**src/rtl/dec_pkg.sv**
```systemverilog
// decode unit shared definitions
`default_nettype none

package dec_pkg;

   // ************************************************
   // widths and defaults
   // ************************************************
   localparam int xlen         = 32;          // data path width
   localparam int reg_addr_w   = 5;           // gpr index width
   localparam int ib_depth_def = 4;           // instruction buffer entries
   localparam int cnt_w_def    = 32;          // perf counter width

   // major opcodes accepted by decode
   localparam logic [6:0] opc_op     = 7'b0110011;   // reg-reg alu
   localparam logic [6:0] opc_op_imm = 7'b0010011;   // reg-imm alu
   localparam logic [6:0] opc_lui    = 7'b0110111;   // load upper imm

   // decoded operation
   typedef enum logic [2:0] {
      op_add     = 3'd0,
      op_sub     = 3'd1,
      op_and     = 3'd2,
      op_or      = 3'd3,
      op_xor     = 3'd4,
      op_addi    = 3'd5,
      op_lui     = 3'd6,
      op_illegal = 3'd7                       // retires as exception without write
   } op_e;

   // halt control states
   typedef enum logic [1:0] {
      st_run    = 2'd0,
      st_drain  = 2'd1,                       // waiting for pipe to empty
      st_halted = 2'd2
   } halt_state_e;

endpackage

`default_nettype wire
```
**src/rtl/dec_wb_if.sv**
```systemverilog
// writeback bundle
`timescale 1ns/1ns
`default_nettype none

interface dec_wb_if
   import dec_pkg::*;
();
   logic                  wb_valid;      // one-cycle retire strobe
   logic                  wb_illegal;    // retiring insn was illegal
   logic                  wb_wen;        // gpr write enable
   logic [reg_addr_w-1:0] wb_waddr;      // gpr write index
   logic [xlen-1:0]       wb_wdata;      // result data
   logic [xlen-1:1]       wb_pc;         // pc of retiring insn
   logic [xlen-1:0]       wb_instr;      // raw insn bits

   modport src  (output wb_valid, wb_illegal, wb_wen, wb_waddr, wb_wdata, wb_pc, wb_instr);
   modport sink (input  wb_valid, wb_illegal, wb_wen, wb_waddr, wb_wdata, wb_pc, wb_instr);

endinterface

`default_nettype wire

```
**src/rtl/dec.sv**
```systemverilog
// decode unit top
`timescale 1ns/1ns
`default_nettype none

module dec
   import dec_pkg::*;
#(
   parameter int IB_DEPTH = ib_depth_def,
   parameter int CNT_W    = cnt_w_def
) (
   input  logic             clk,
   input  logic             rst_n,
   input  logic             ifu_i0_valid,        // fetch strobe
   input  logic [xlen-1:0]  ifu_i0_instr,
   input  logic [xlen-1:1]  ifu_i0_pc,
   input  logic             i_cpu_halt_req,
   input  logic             i_cpu_run_req,
   output logic             dec_ib_full,
   output logic             o_cpu_halt_ack,
   output logic             o_cpu_run_ack,
   output logic             o_cpu_halt_status,
   output logic             trace_valid,
   output logic             trace_exception,
   output logic [xlen-1:0]  trace_insn,
   output logic [xlen-1:1]  trace_address,
   output logic [xlen-1:0]  dec_dbg_rddata,      // writeback data
   output logic [CNT_W-1:0] dec_instret_count,
   output logic [CNT_W-1:0] dec_illegal_count
);

   logic                  ib_valid;
   logic [xlen-1:0]       ib_instr;
   logic [xlen-1:1]       ib_pc;
   logic                  ib_take;
   logic                  dec_run;
   logic                  pipe_idle;
   logic [reg_addr_w-1:0] gpr_raddr0;
   logic [reg_addr_w-1:0] gpr_raddr1;
   logic [xlen-1:0]       gpr_rd0;
   logic [xlen-1:0]       gpr_rd1;

   dec_wb_if wb ();

   dec_ib_ctl #(.IB_DEPTH(IB_DEPTH)) instbuff (.*);

   dec_pipe_ctl pipe (.*);

   dec_gpr_ctl arf (.*);

   dec_halt_ctl halt (.*);

   dec_perf_ctr #(.CNT_W(CNT_W)) perf (.*);

   // ************************************************
   // trace and debug taps on writeback
   // ************************************************
   assign trace_valid     = wb.wb_valid;
   assign trace_exception = wb.wb_illegal;     // illegal insn only
   assign trace_insn      = wb.wb_instr;
   assign trace_address   = wb.wb_pc;
   assign dec_dbg_rddata  = wb.wb_wdata;

endmodule

`default_nettype wire

```
**src/rtl/dec_perf_ctr.sv**
```systemverilog
// retire counters
`timescale 1ns/1ns
`default_nettype none

module dec_perf_ctr
   import dec_pkg::*;
#(
   parameter int CNT_W = cnt_w_def
) (
   input  logic             clk,
   input  logic             rst_n,
   dec_wb_if.sink           wb,
   output logic [CNT_W-1:0] dec_instret_count,   // legal retirements
   output logic [CNT_W-1:0] dec_illegal_count    // illegal retirements
);

   always_ff @(posedge clk) begin
      if (!rst_n) begin
         dec_instret_count <= '0;
         dec_illegal_count <= '0;
      end else if (wb.wb_valid) begin
         if (wb.wb_illegal) begin
            dec_illegal_count <= dec_illegal_count + 1'b1;   // wraps
         end else begin
            dec_instret_count <= dec_instret_count + 1'b1;
         end
      end
   end

endmodule

`default_nettype wire

```
**src/rtl/dec_halt_ctl.sv**
```systemverilog
// halt and run control
`timescale 1ns/1ns
`default_nettype none

module dec_halt_ctl
   import dec_pkg::*;
(
   input  logic clk,
   input  logic rst_n,
   input  logic i_cpu_halt_req,     // one-cycle strobe
   input  logic i_cpu_run_req,      // one-cycle strobe
   input  logic pipe_idle,
   output logic dec_run,
   output logic o_cpu_halt_ack,
   output logic o_cpu_run_ack,
   output logic o_cpu_halt_status
);

   halt_state_e state;

   assign dec_run           = (state == st_run);      // drain blocks takes
   assign o_cpu_halt_status = (state == st_halted);

   always_ff @(posedge clk) begin
      if (!rst_n) begin
         state          <= st_run;
         o_cpu_halt_ack <= 1'b0;
         o_cpu_run_ack  <= 1'b0;
      end else begin
         o_cpu_halt_ack <= 1'b0;             // acks are single pulses
         o_cpu_run_ack  <= 1'b0;
         case (state)
            st_run: begin
               if (i_cpu_halt_req) begin
                  state <= st_drain;
               end
            end
            st_drain: begin
               if (pipe_idle) begin
                  state          <= st_halted;
                  o_cpu_halt_ack <= 1'b1;
               end
            end
            st_halted: begin
               if (i_cpu_run_req) begin
                  state         <= st_run;
                  o_cpu_run_ack <= 1'b1;
               end
            end
            default: state <= st_run;        // unused encoding
         endcase
      end
   end

endmodule

`default_nettype wire

```
**src/rtl/dec_gpr_ctl.sv**
```systemverilog
// integer register file
`timescale 1ns/1ns
`default_nettype none

module dec_gpr_ctl
   import dec_pkg::*;
(
   input  logic                  clk,
   input  logic                  rst_n,
   input  logic [reg_addr_w-1:0] gpr_raddr0,
   input  logic [reg_addr_w-1:0] gpr_raddr1,
   dec_wb_if.sink                wb,
   output logic [xlen-1:0]       gpr_rd0,
   output logic [xlen-1:0]       gpr_rd1
);

   logic [xlen-1:0] regs [32];              // x0 held at zero by the pipe

   // async read ports
   assign gpr_rd0 = regs[gpr_raddr0];
   assign gpr_rd1 = regs[gpr_raddr1];

   always_ff @(posedge clk) begin
      if (!rst_n) begin
         for (int i = 0; i < 32; i++) begin
            regs[i] <= '0;
         end
      end else if (wb.wb_wen) begin
         regs[wb.wb_waddr] <= wb.wb_wdata;   // single write port
      end
   end

endmodule

`default_nettype wire

```
**src/rtl/dec_pipe_ctl.sv**
```systemverilog
// decode, execute and writeback pipe
`timescale 1ns/1ns
`default_nettype none

module dec_pipe_ctl
   import dec_pkg::*;
(
   input  logic                  clk,
   input  logic                  rst_n,
   input  logic                  ib_valid,
   input  logic [xlen-1:0]       ib_instr,
   input  logic [xlen-1:1]       ib_pc,
   input  logic                  dec_run,       // halt control allows takes
   input  logic [xlen-1:0]       gpr_rd0,       // rs1 from arf
   input  logic [xlen-1:0]       gpr_rd1,       // rs2 from arf
   output logic                  ib_take,
   output logic                  pipe_idle,
   output logic [reg_addr_w-1:0] gpr_raddr0,
   output logic [reg_addr_w-1:0] gpr_raddr1,
   dec_wb_if.src                 wb
);

   localparam logic [2:0] f3_add = 3'b000;   // also sub, addi
   localparam logic [2:0] f3_xor = 3'b100;
   localparam logic [2:0] f3_or  = 3'b110;
   localparam logic [2:0] f3_and = 3'b111;
   localparam logic [6:0] f7_std = 7'b0000000;
   localparam logic [6:0] f7_alt = 7'b0100000;   // sub

   op_e                   dec_op;
   logic                  dec_use_imm;
   logic [xlen-1:0]       dec_imm;
   logic [reg_addr_w-1:0] dec_rd;
   logic                  dec_wen;
   logic [xlen-1:0]       dec_a;
   logic [xlen-1:0]       dec_rs2;

   logic                  ex_valid;
   op_e                   ex_op;
   logic [xlen-1:0]       ex_a;
   logic [xlen-1:0]       ex_b;
   logic [reg_addr_w-1:0] ex_rd;
   logic                  ex_wen;
   logic [xlen-1:1]       ex_pc;
   logic [xlen-1:0]       ex_instr;
   logic [xlen-1:0]       ex_result;

   // ************************************************
   // decode
   // ************************************************
   assign ib_take    = ib_valid & dec_run;
   assign gpr_raddr0 = ib_instr[19:15];      // rs1
   assign gpr_raddr1 = ib_instr[24:20];      // rs2
   assign dec_rd     = ib_instr[11:7];

   always_comb begin
      dec_op      = op_illegal;              // unknown until matched
      dec_use_imm = 1'b0;
      case (ib_instr[6:0])
         opc_op: begin
            if (ib_instr[31:25] == f7_std) begin
               case (ib_instr[14:12])
                  f3_add:  dec_op = op_add;
                  f3_xor:  dec_op = op_xor;
                  f3_or:   dec_op = op_or;
                  f3_and:  dec_op = op_and;
                  default: dec_op = op_illegal;
               endcase
            end else if (ib_instr[31:25] == f7_alt && ib_instr[14:12] == f3_add) begin
               dec_op = op_sub;
            end
         end
         opc_op_imm: begin
            if (ib_instr[14:12] == f3_add) begin
               dec_op      = op_addi;
               dec_use_imm = 1'b1;
            end
         end
         opc_lui: begin
            dec_op      = op_lui;
            dec_use_imm = 1'b1;
         end
         default: dec_op = op_illegal;
      endcase
   end

   assign dec_imm = (ib_instr[6:0] == opc_lui) ? {ib_instr[31:12], 12'b0}
                                               : {{(xlen-12){ib_instr[31]}}, ib_instr[31:20]};
   assign dec_wen = (dec_op != op_illegal) & (dec_rd != '0);   // x0 never written

   // newest producer wins over writeback data and arf
   function automatic logic [xlen-1:0] fwd(input logic [reg_addr_w-1:0] idx,
                                           input logic [xlen-1:0]       rf_val);
      if (ex_valid && ex_wen && ex_rd == idx) begin
         return ex_result;
      end else if (wb.wb_wen && wb.wb_waddr == idx) begin
         return wb.wb_wdata;                 // not yet in arf
      end
      return rf_val;
   endfunction

   always_comb begin
      dec_a   = fwd(gpr_raddr0, gpr_rd0);
      dec_rs2 = fwd(gpr_raddr1, gpr_rd1);
   end

   // ************************************************
   // execute
   // ************************************************
   always_ff @(posedge clk) begin
      if (!rst_n) begin
         ex_valid <= 1'b0;
         ex_wen   <= 1'b0;
      end else begin
         ex_valid <= ib_take;
         ex_wen   <= ib_take & dec_wen;
      end
   end

   always_ff @(posedge clk) begin
      if (ib_take) begin
         ex_op    <= dec_op;
         ex_a     <= dec_a;
         ex_b     <= dec_use_imm ? dec_imm : dec_rs2;   // imm replaces rs2
         ex_rd    <= dec_rd;
         ex_pc    <= ib_pc;
         ex_instr <= ib_instr;
      end
   end

   always_comb begin
      case (ex_op)
         op_add, op_addi: ex_result = ex_a + ex_b;
         op_sub:          ex_result = ex_a - ex_b;
         op_and:          ex_result = ex_a & ex_b;
         op_or:           ex_result = ex_a | ex_b;
         op_xor:          ex_result = ex_a ^ ex_b;
         op_lui:          ex_result = ex_b;
         default:         ex_result = '0;     // illegal insn gives zero
      endcase
   end

   // ************************************************
   // writeback
   // ************************************************
   always_ff @(posedge clk) begin
      if (!rst_n) begin
         wb.wb_valid   <= 1'b0;
         wb.wb_illegal <= 1'b0;
         wb.wb_wen     <= 1'b0;
      end else begin
         wb.wb_valid   <= ex_valid;
         wb.wb_illegal <= ex_valid & (ex_op == op_illegal);
         wb.wb_wen     <= ex_valid & ex_wen;
      end
   end

   always_ff @(posedge clk) begin
      if (ex_valid) begin
         wb.wb_waddr <= ex_rd;
         wb.wb_wdata <= ex_result;
         wb.wb_pc    <= ex_pc;
         wb.wb_instr <= ex_instr;
      end
   end

   assign pipe_idle = ~ex_valid & ~wb.wb_valid;   // nothing past the buffer

endmodule

`default_nettype wire

```
**src/rtl/dec_ib_ctl.sv**
```systemverilog
// instruction buffer
`timescale 1ns/1ns
`default_nettype none

module dec_ib_ctl
   import dec_pkg::*;
#(
   parameter int IB_DEPTH = ib_depth_def
) (
   input  logic            clk,
   input  logic            rst_n,
   input  logic            ifu_i0_valid,    // fetch strobe
   input  logic [xlen-1:0] ifu_i0_instr,
   input  logic [xlen-1:1] ifu_i0_pc,
   input  logic            ib_take,         // decode accepts head
   output logic            ib_valid,        // head entry present
   output logic [xlen-1:0] ib_instr,
   output logic [xlen-1:1] ib_pc,
   output logic            dec_ib_full
);

   localparam int PTR_W = (IB_DEPTH > 1) ? $clog2(IB_DEPTH) : 1;
   localparam int CNT_W = $clog2(IB_DEPTH + 1);

   logic [xlen-1:0]  instr_mem [IB_DEPTH];   // payload
   logic [xlen-1:1]  pc_mem    [IB_DEPTH];
   logic [PTR_W-1:0] wr_ptr;
   logic [PTR_W-1:0] rd_ptr;
   logic [CNT_W-1:0] count;                  // occupancy
   logic             push;
   logic             pop;

   assign dec_ib_full = (count == CNT_W'(IB_DEPTH));
   assign push        = ifu_i0_valid & ~dec_ib_full;   // strobe while full is lost
   assign pop         = ib_take & ib_valid;

   assign ib_valid = (count != '0);
   assign ib_instr = instr_mem[rd_ptr];      // head to decode
   assign ib_pc    = pc_mem[rd_ptr];

   always_ff @(posedge clk) begin
      if (push) begin
         instr_mem[wr_ptr] <= ifu_i0_instr;
         pc_mem[wr_ptr]    <= ifu_i0_pc;
      end
   end

   always_ff @(posedge clk) begin
      if (!rst_n) begin
         wr_ptr <= '0;
         rd_ptr <= '0;
         count  <= '0;
      end else begin
         if (push) begin
            wr_ptr <= (wr_ptr == PTR_W'(IB_DEPTH - 1)) ? '0 : wr_ptr + 1'b1;   // wrap
         end
         if (pop) begin
            rd_ptr <= (rd_ptr == PTR_W'(IB_DEPTH - 1)) ? '0 : rd_ptr + 1'b1;
         end
         count <= count + CNT_W'(push) - CNT_W'(pop);   // push and pop may coincide
      end
   end

endmodule

`default_nettype wire

```
**config.mk**
```make
export PLATFORM = sky130hd
export DESIGN_NAME = dec
export DESIGN_NICKNAME = d
export VERILOG_FILES = /design/src/rtl/dec_pkg.sv /design/src/rtl/dec_wb_if.sv /design/src/rtl/dec.sv /design/src/rtl/dec_perf_ctr.sv /design/src/rtl/dec_halt_ctl.sv /design/src/rtl/dec_gpr_ctl.sv /design/src/rtl/dec_pipe_ctl.sv /design/src/rtl/dec_ib_ctl.sv
export SDC_FILE = /design/constraint.sdc
export NUM_CORES = 2
export LEC_CHECK = 0
export ABC_CLOCK_PERIOD_IN_PS = 19800
export BUFFER_PORTS_ARGS = -buffer_cell sky130_fd_sc_hd__buf_2
export CAP_MARGIN = 10
export CORE_UTILIZATION = 55
export DETAILED_ROUTE_END_ITERATION = 16
export PLACE_DENSITY = 0.78
export SLEW_MARGIN = 25
export SYNTH_ARGS = -nofsm -noshare
export SYNTH_HDL_FRONTEND = slang
export SYNTH_SLANG_ARGS = --single-unit
```
**constraint.sdc**
```tcl
create_clock -name clk -period 19.8 [get_ports clk]
set_clock_uncertainty 0.15 [all_clocks]
set_input_delay 1.98 -clock clk [delete_from_list [all_inputs] [get_ports clk]]
set_output_delay 1.98 -clock clk [all_outputs]
set_load 0.02 [all_outputs]
```
# Yosys cells after proc, flatten, opt, wreduce, memory -nomap -nowiden
# Memories as Yosys holds them, arrays and structs flattened. A register that Yosys moved wholly into a read port is not among the register bits.
# Cells that the tools add are included.
# op_classes
addsub	8
multipliers	0
n_div	0
magnitude_cmp	0
n_eq_ne	27
shift	0
muxes	39
bitwise	15
n_reduce_logical	19
# op_table
cell	count
32-bit 2-to-1 mux	8
32-bit one-hot mux with 6 select lines	1
32-bit by 1-bit adder with 32-bit output, second input constant	2
32-bit adder	1
32-bit AND	1
32-bit OR	1
32-bit OR reduction	1
32-bit subtractor	1
32-bit bitwise XOR	1
31-bit 2-to-1 mux	1
3-bit equality test, second input constant	8
7-bit by 6-bit equality test with 1-bit output, second input constant	3
5-bit equality test	4
2-bit 2-to-1 mux	8
1-bit 2-to-1 mux	14
3-bit one-hot mux with 4 select lines	1
3-bit one-hot mux with 3 select lines	1
1-bit AND	8
2-bit AND reduction	4
7-bit by 5-bit equality test with 1-bit output, second input constant	1
7-bit zero test	1
2-bit equality test, second input constant	3
3-bit by 2-bit equality test with 1-bit output, second input constant	2
1-bit logical AND	6
other kinds (19)	26
# totals
ff_bits	284
latch_bits	0
mem_bits_rw	1276
rom_bits	0
word_cells	133
mem_count	3
# memory_table
name	depth	width	read_ports	rd_clocked_by_memory_dff	wr	line_no	text
arf.regs	32	32	2	0	32	dec_gpr_ctl.sv:17	logic [xlen-1:0] regs [32];
instbuff.instr_mem	4	32	1	1	1	dec_ib_ctl.sv:25	logic [xlen-1:0] instr_mem [IB_DEPTH];
instbuff.pc_mem	4	31	1	1	1	dec_ib_ctl.sv:26	logic [xlen-1:1] pc_mem [IB_DEPTH];

# Longest topological paths before layout
# logic_depth
ltp_word	8
depth_mapped	18
mapped_depth_nobuf	18

# Modules after synthesis
# From an unflattened synthesis, not the netlist that was laid out.
# unflattened
hier_cells	6699
area_unflattened_um2	82839.4
# by_module_without_submodules
mod	n_inst	cells_each	area_per_inst_um2	seq_area_each_um2
dec_gpr_ctl	1	4646	55754.7	30749.5
dec_pipe_ctl	1	1303	14223.6	6856.6
dec_ib_ctl	1	381	9645.5	7747.4
dec_perf_ctr	1	355	3066.7	1281.2
dec_halt_ctl	1	14	148.9	80.1

# Worst setup path after synthesis
# No wires, ideal clock.
# synth_timing
kind	register to register
start	register instbuff.count[1]
end	register instbuff.count[2]
setup_time_ns	0.115
arrival_time_ns	11.785
required_ns	19.535
slack_ns	7.750
path_stages_with_launch	11
n_path_buf	0
period_less_slack_ns	12.050
cell_sequence	dfxtp_1 > nor3_1 > nor3_1 > ha_1 > inv_1 > ha_1 > inv_1 > fa_1 > xnor2_1 > xnor2_1 > and2_1
# synth_lines
element	line_no	text
start: declaration	dec_ib_ctl.sv:29	logic [CNT_W-1:0] count;
start signal: assignment	dec_ib_ctl.sv:60	count <= count + CNT_W'(push) - CNT_W'(pop);
3-bit nonzero test	dec_ib_ctl.sv:37	assign ib_valid = (count != '0);
1-bit AND	dec_pipe_ctl.sv:51	assign ib_take = ib_valid & dec_run;
named net ib_take	dec.sv:34	logic ib_take;
1-bit AND	dec_ib_ctl.sv:35	assign pop = ib_take & ib_valid;
3-bit by 1-bit subtractor with 3-bit output	dec_ib_ctl.sv:60	
# The timed path passes the listed nets, and every way through them passes these cells.
# A chain may end at the register's enable or synchronous reset.

==> flow_summary.toml <==
[critical_path]
worstPathArrival_ns = 6.66
crit_path_end_kind = "register"
critical_path.top_delay_family = "buffers and inverters"
r2r_setup_slack_ns = 13.51
crit_chain = "buf_4 -> mux2i_1 -> mux2_4 -> inv_8 -> buf_12 -> buf_4 -> mux4_2 -> mux2i_1 -> o22ai_1 -> o21ai_1 -> nand3_1"
required_ns = 20.17
crit_buf_inv = 4
cp_slowest_cell = "o21ai_1"
setup.worst_path.start_class = "register"
crit_fanout = 111
critical_path_class = "register to register"
max_stage_delay_ns = 0.94

[synth]
syn_avg_cell_area_um2 = 13.6
synth_cell_type_count = 82
yosysSeqAreaShare_pct = 57.8
syn-cell-area_um2 = 80800
yosysTopAreaCell = "edfxtp_1"
synthArstFlopShare_pct = 0
synthCells = 5931
ys.flop_type = "edfxtp_1"
synth_area_leaders = "edfxtp_1 (56%), mux4_2 (14%), and2_1 (8.2%)"
ys_seq_elements = 1583
syn_nets = 6106
yosys_warnings = 0
synth_top_area_share_pct = 55.8
synth-edff-count = 1501

[routing]
wirelength_um = 268000
vias = 56400
ant_nets = 0
firstDrtPassIters = 7
drt_iter0_drc = 10500
drcViolationCount = 0
post_drt_via_cell_ratio = 6.99
wire_per_inst_um = 33.3

[run]
drv_cap = 0

[global_route]
grt_use_met3_pct = 16.6
met2_usage_pct = 53.5
grt_pass1_vias = 54900
grt_max_degree = 135
antenna_found_initial = 30
grt_util_met1_pct = 42.9
grt.overflow.total = 0
busiest_layer = "met2"
grt_pass1_wl_um = 380000
grt_usage_pct = 36.0

[min_path]
hp-class = "register to register"

[cells_and_area]
layout-drive-gt1-share_pct = 20.8
area_growth_pct = 10.6
nets = 6175
final_core_util_pct = 61.3

[floorplanning]
core_um2 = 146000
initial_core_util_pct = 55.4
die_h_um = 385
fp-row-count = 140
die_w_um = 385
io_pins = 233
dieArea_um2 = 148000

[timing]
tns_ns = 0
drv_slew = 0
finalSetupViolCount = 0
fin_crit_sh_pct = 31.8
tightest_slew_ns = 1.27
rsz0062_at_grt = "no"
relSlewSlack_pct = 14.9
report.final.hold_viol_count = 0
max_freq_ghz = 0.159
period_needed_ns = 6.29

[clocking]
insertion_delay_ns = 0.84
cts_resized = 0
cts_max_path_buffers = 3
cts-root-buf = "clkbuf_16"
cts_sinks = 1583
post-cts-setup-buffers = 0
postCtsHoldBufs = 0
clk_pin_slew_worst_paths_ns = 0.06
tritoncts = "done"
h-tree-depth = 4
cts_buffers = 161

[pwr]
ir_worst_vdd_mv = 0.133
p_leak_nw = 32.3
p_per_area_nw_per_um2 = 144

[status]
outcome = "finished clean"

[placement]
place.port_buffers = 232
dp_hpwl_um = 161000
gp_congestion = 0.977
synthesized netlist by cell type, drive strengths merged, types with 50 or more instances:
cell,number
a21oi,214
a31oi,52
and2,1064
and3,56
buf,154
clkbuf,355
dfxtp,82
edfxtp,1501
ha,105
inv,93
mux2i,100
mux4,504
nand2,615
nand3,96
nor2,126
nor3,60
o21ai,109
o22ai,50
xnor2,102
path summary, 6_finish.rpt:
| path | start | cells past startpoint | endpoint |
|---|---|---|---|
| setup / recovery | register | 11 | pipe.ex_b[10] |
| hold / removal | pipe.ex_pc[13] | 0 | pipe.wb.wb_pc[13] |
| setup reg to reg | register | 11 | pipe.ex_b[10] |
| hold reg to reg | pipe.ex_pc[13] | 0 | pipe.wb.wb_pc[13] |
metal layers:
| metal | up-vias | part of all wire [%] |
|---|---|---|
| met3 | 1333 | 18 |
| li1 | 22400 | - |
| met2 | 5106 | 44 |
| met5 | - | 0.096 |
| met4 | 32 | 7.1 |
| met1 | 27500 | 31 |
placed cells by master (no fill, tap or decap), types with 21 or more instances in the layout:
master / count
a211oi_1: 24
a21o_1: 22
a21oi_1: 213
a221oi_1: 21
a22oi_1: 34
a31oi_1: 52
and2_1: 1059
and3_1: 56
buf_2: 232
buf_4: 167
clkbuf_1: 39
clkbuf_16: 162
clkinv_1: 27
clkinv_2: 33
dfxtp_1: 78
edfxtp_1: 1501
ha_1: 105
inv_1: 85
mux2i_1: 100
mux4_2: 504
nand2_1: 614
nand3_1: 96
nand4_1: 35
nor2_1: 89
nor2_2: 27
nor2b_1: 37
nor3_1: 58
nor4_1: 28
o21ai_0: 73
o21ai_4: 33
o221ai_1: 24
o22ai_1: 50
xnor2_1: 102
xor2_1: 28
cells by family after synthesis:
logic type / Yosys count / share of synthesized area (%)
AOI/OAI and AO/OA: 694 / 5.55
xor gates and xnor gates: 130 / 1.41
adders and majority gates: 107 / 1.68
buffers and inverters: 604 / 3.43
DFF: 1583 / 57.8
muxes: 622 / 15.6
and+or+nand+nor: 2191 / 14.5
flip-flops by register name, summed over array words and instances (netlist names), 2 cells and up, named ones only:
| register | flops |
|---|---|
| instbuff.rd_ptr | 2 |
| perf.dec_illegal_count | 32 |
| pipe.wb.wb_pc | 31 |
| pipe.wb.wb_instr | 32 |
| pipe.ex_pc | 31 |
| arf.regs | 1024 |
| pipe.ex_op | 3 |
| instbuff.wr_ptr | 2 |
| pipe.wb.wb_wdata | 32 |
| instbuff.pc_mem | 124 |
| halt.state | 2 |
| pipe.ex_a | 32 |
| pipe.ex_b | 32 |
| pipe.ex_instr | 32 |
| instbuff.instr_mem | 128 |
| instbuff.count | 3 |
| perf.dec_instret_count | 32 |
power by group:
| group | total (W) | internal (W) | switching, W |
|---|---|---|---|
| Combinational | 0.00538 | 0.00188 | 0.00349 |
| Sequential | 0.00443 | 0.00413 | 0.000304 |
| Clock | 0.00304 | 0.00168 | 0.00135 |
layout make-up:
type,count,area (µm²)
antenna,10,25.0
clock buffer,202,4210
clock inverter,97,961
fill,10500,56400
inverter,95,405
multi-input combinational,3744,31800
sequential,1583,46700
tap,1917,2400
timing repair buffer,415,2720
per-stage QoR:
stage	area (µm²)	worst slack [ns]	power [W]	hold WS, ns	instances
finish	89300	13.51	0.0128	0.249	8063
detailed placement	84000	13.84	0.00954	0.255	7752
global placement	83900	13.50	0.00945	0.251	7744
floorplan	80800	7.75	0.00783	0.250	5931
CTS	89200	13.81	0.0125	0.256	8051
global route	89300	13.39	0.0131	0.267	8056
No activity file was read; power rests on OpenSTA's default activity.
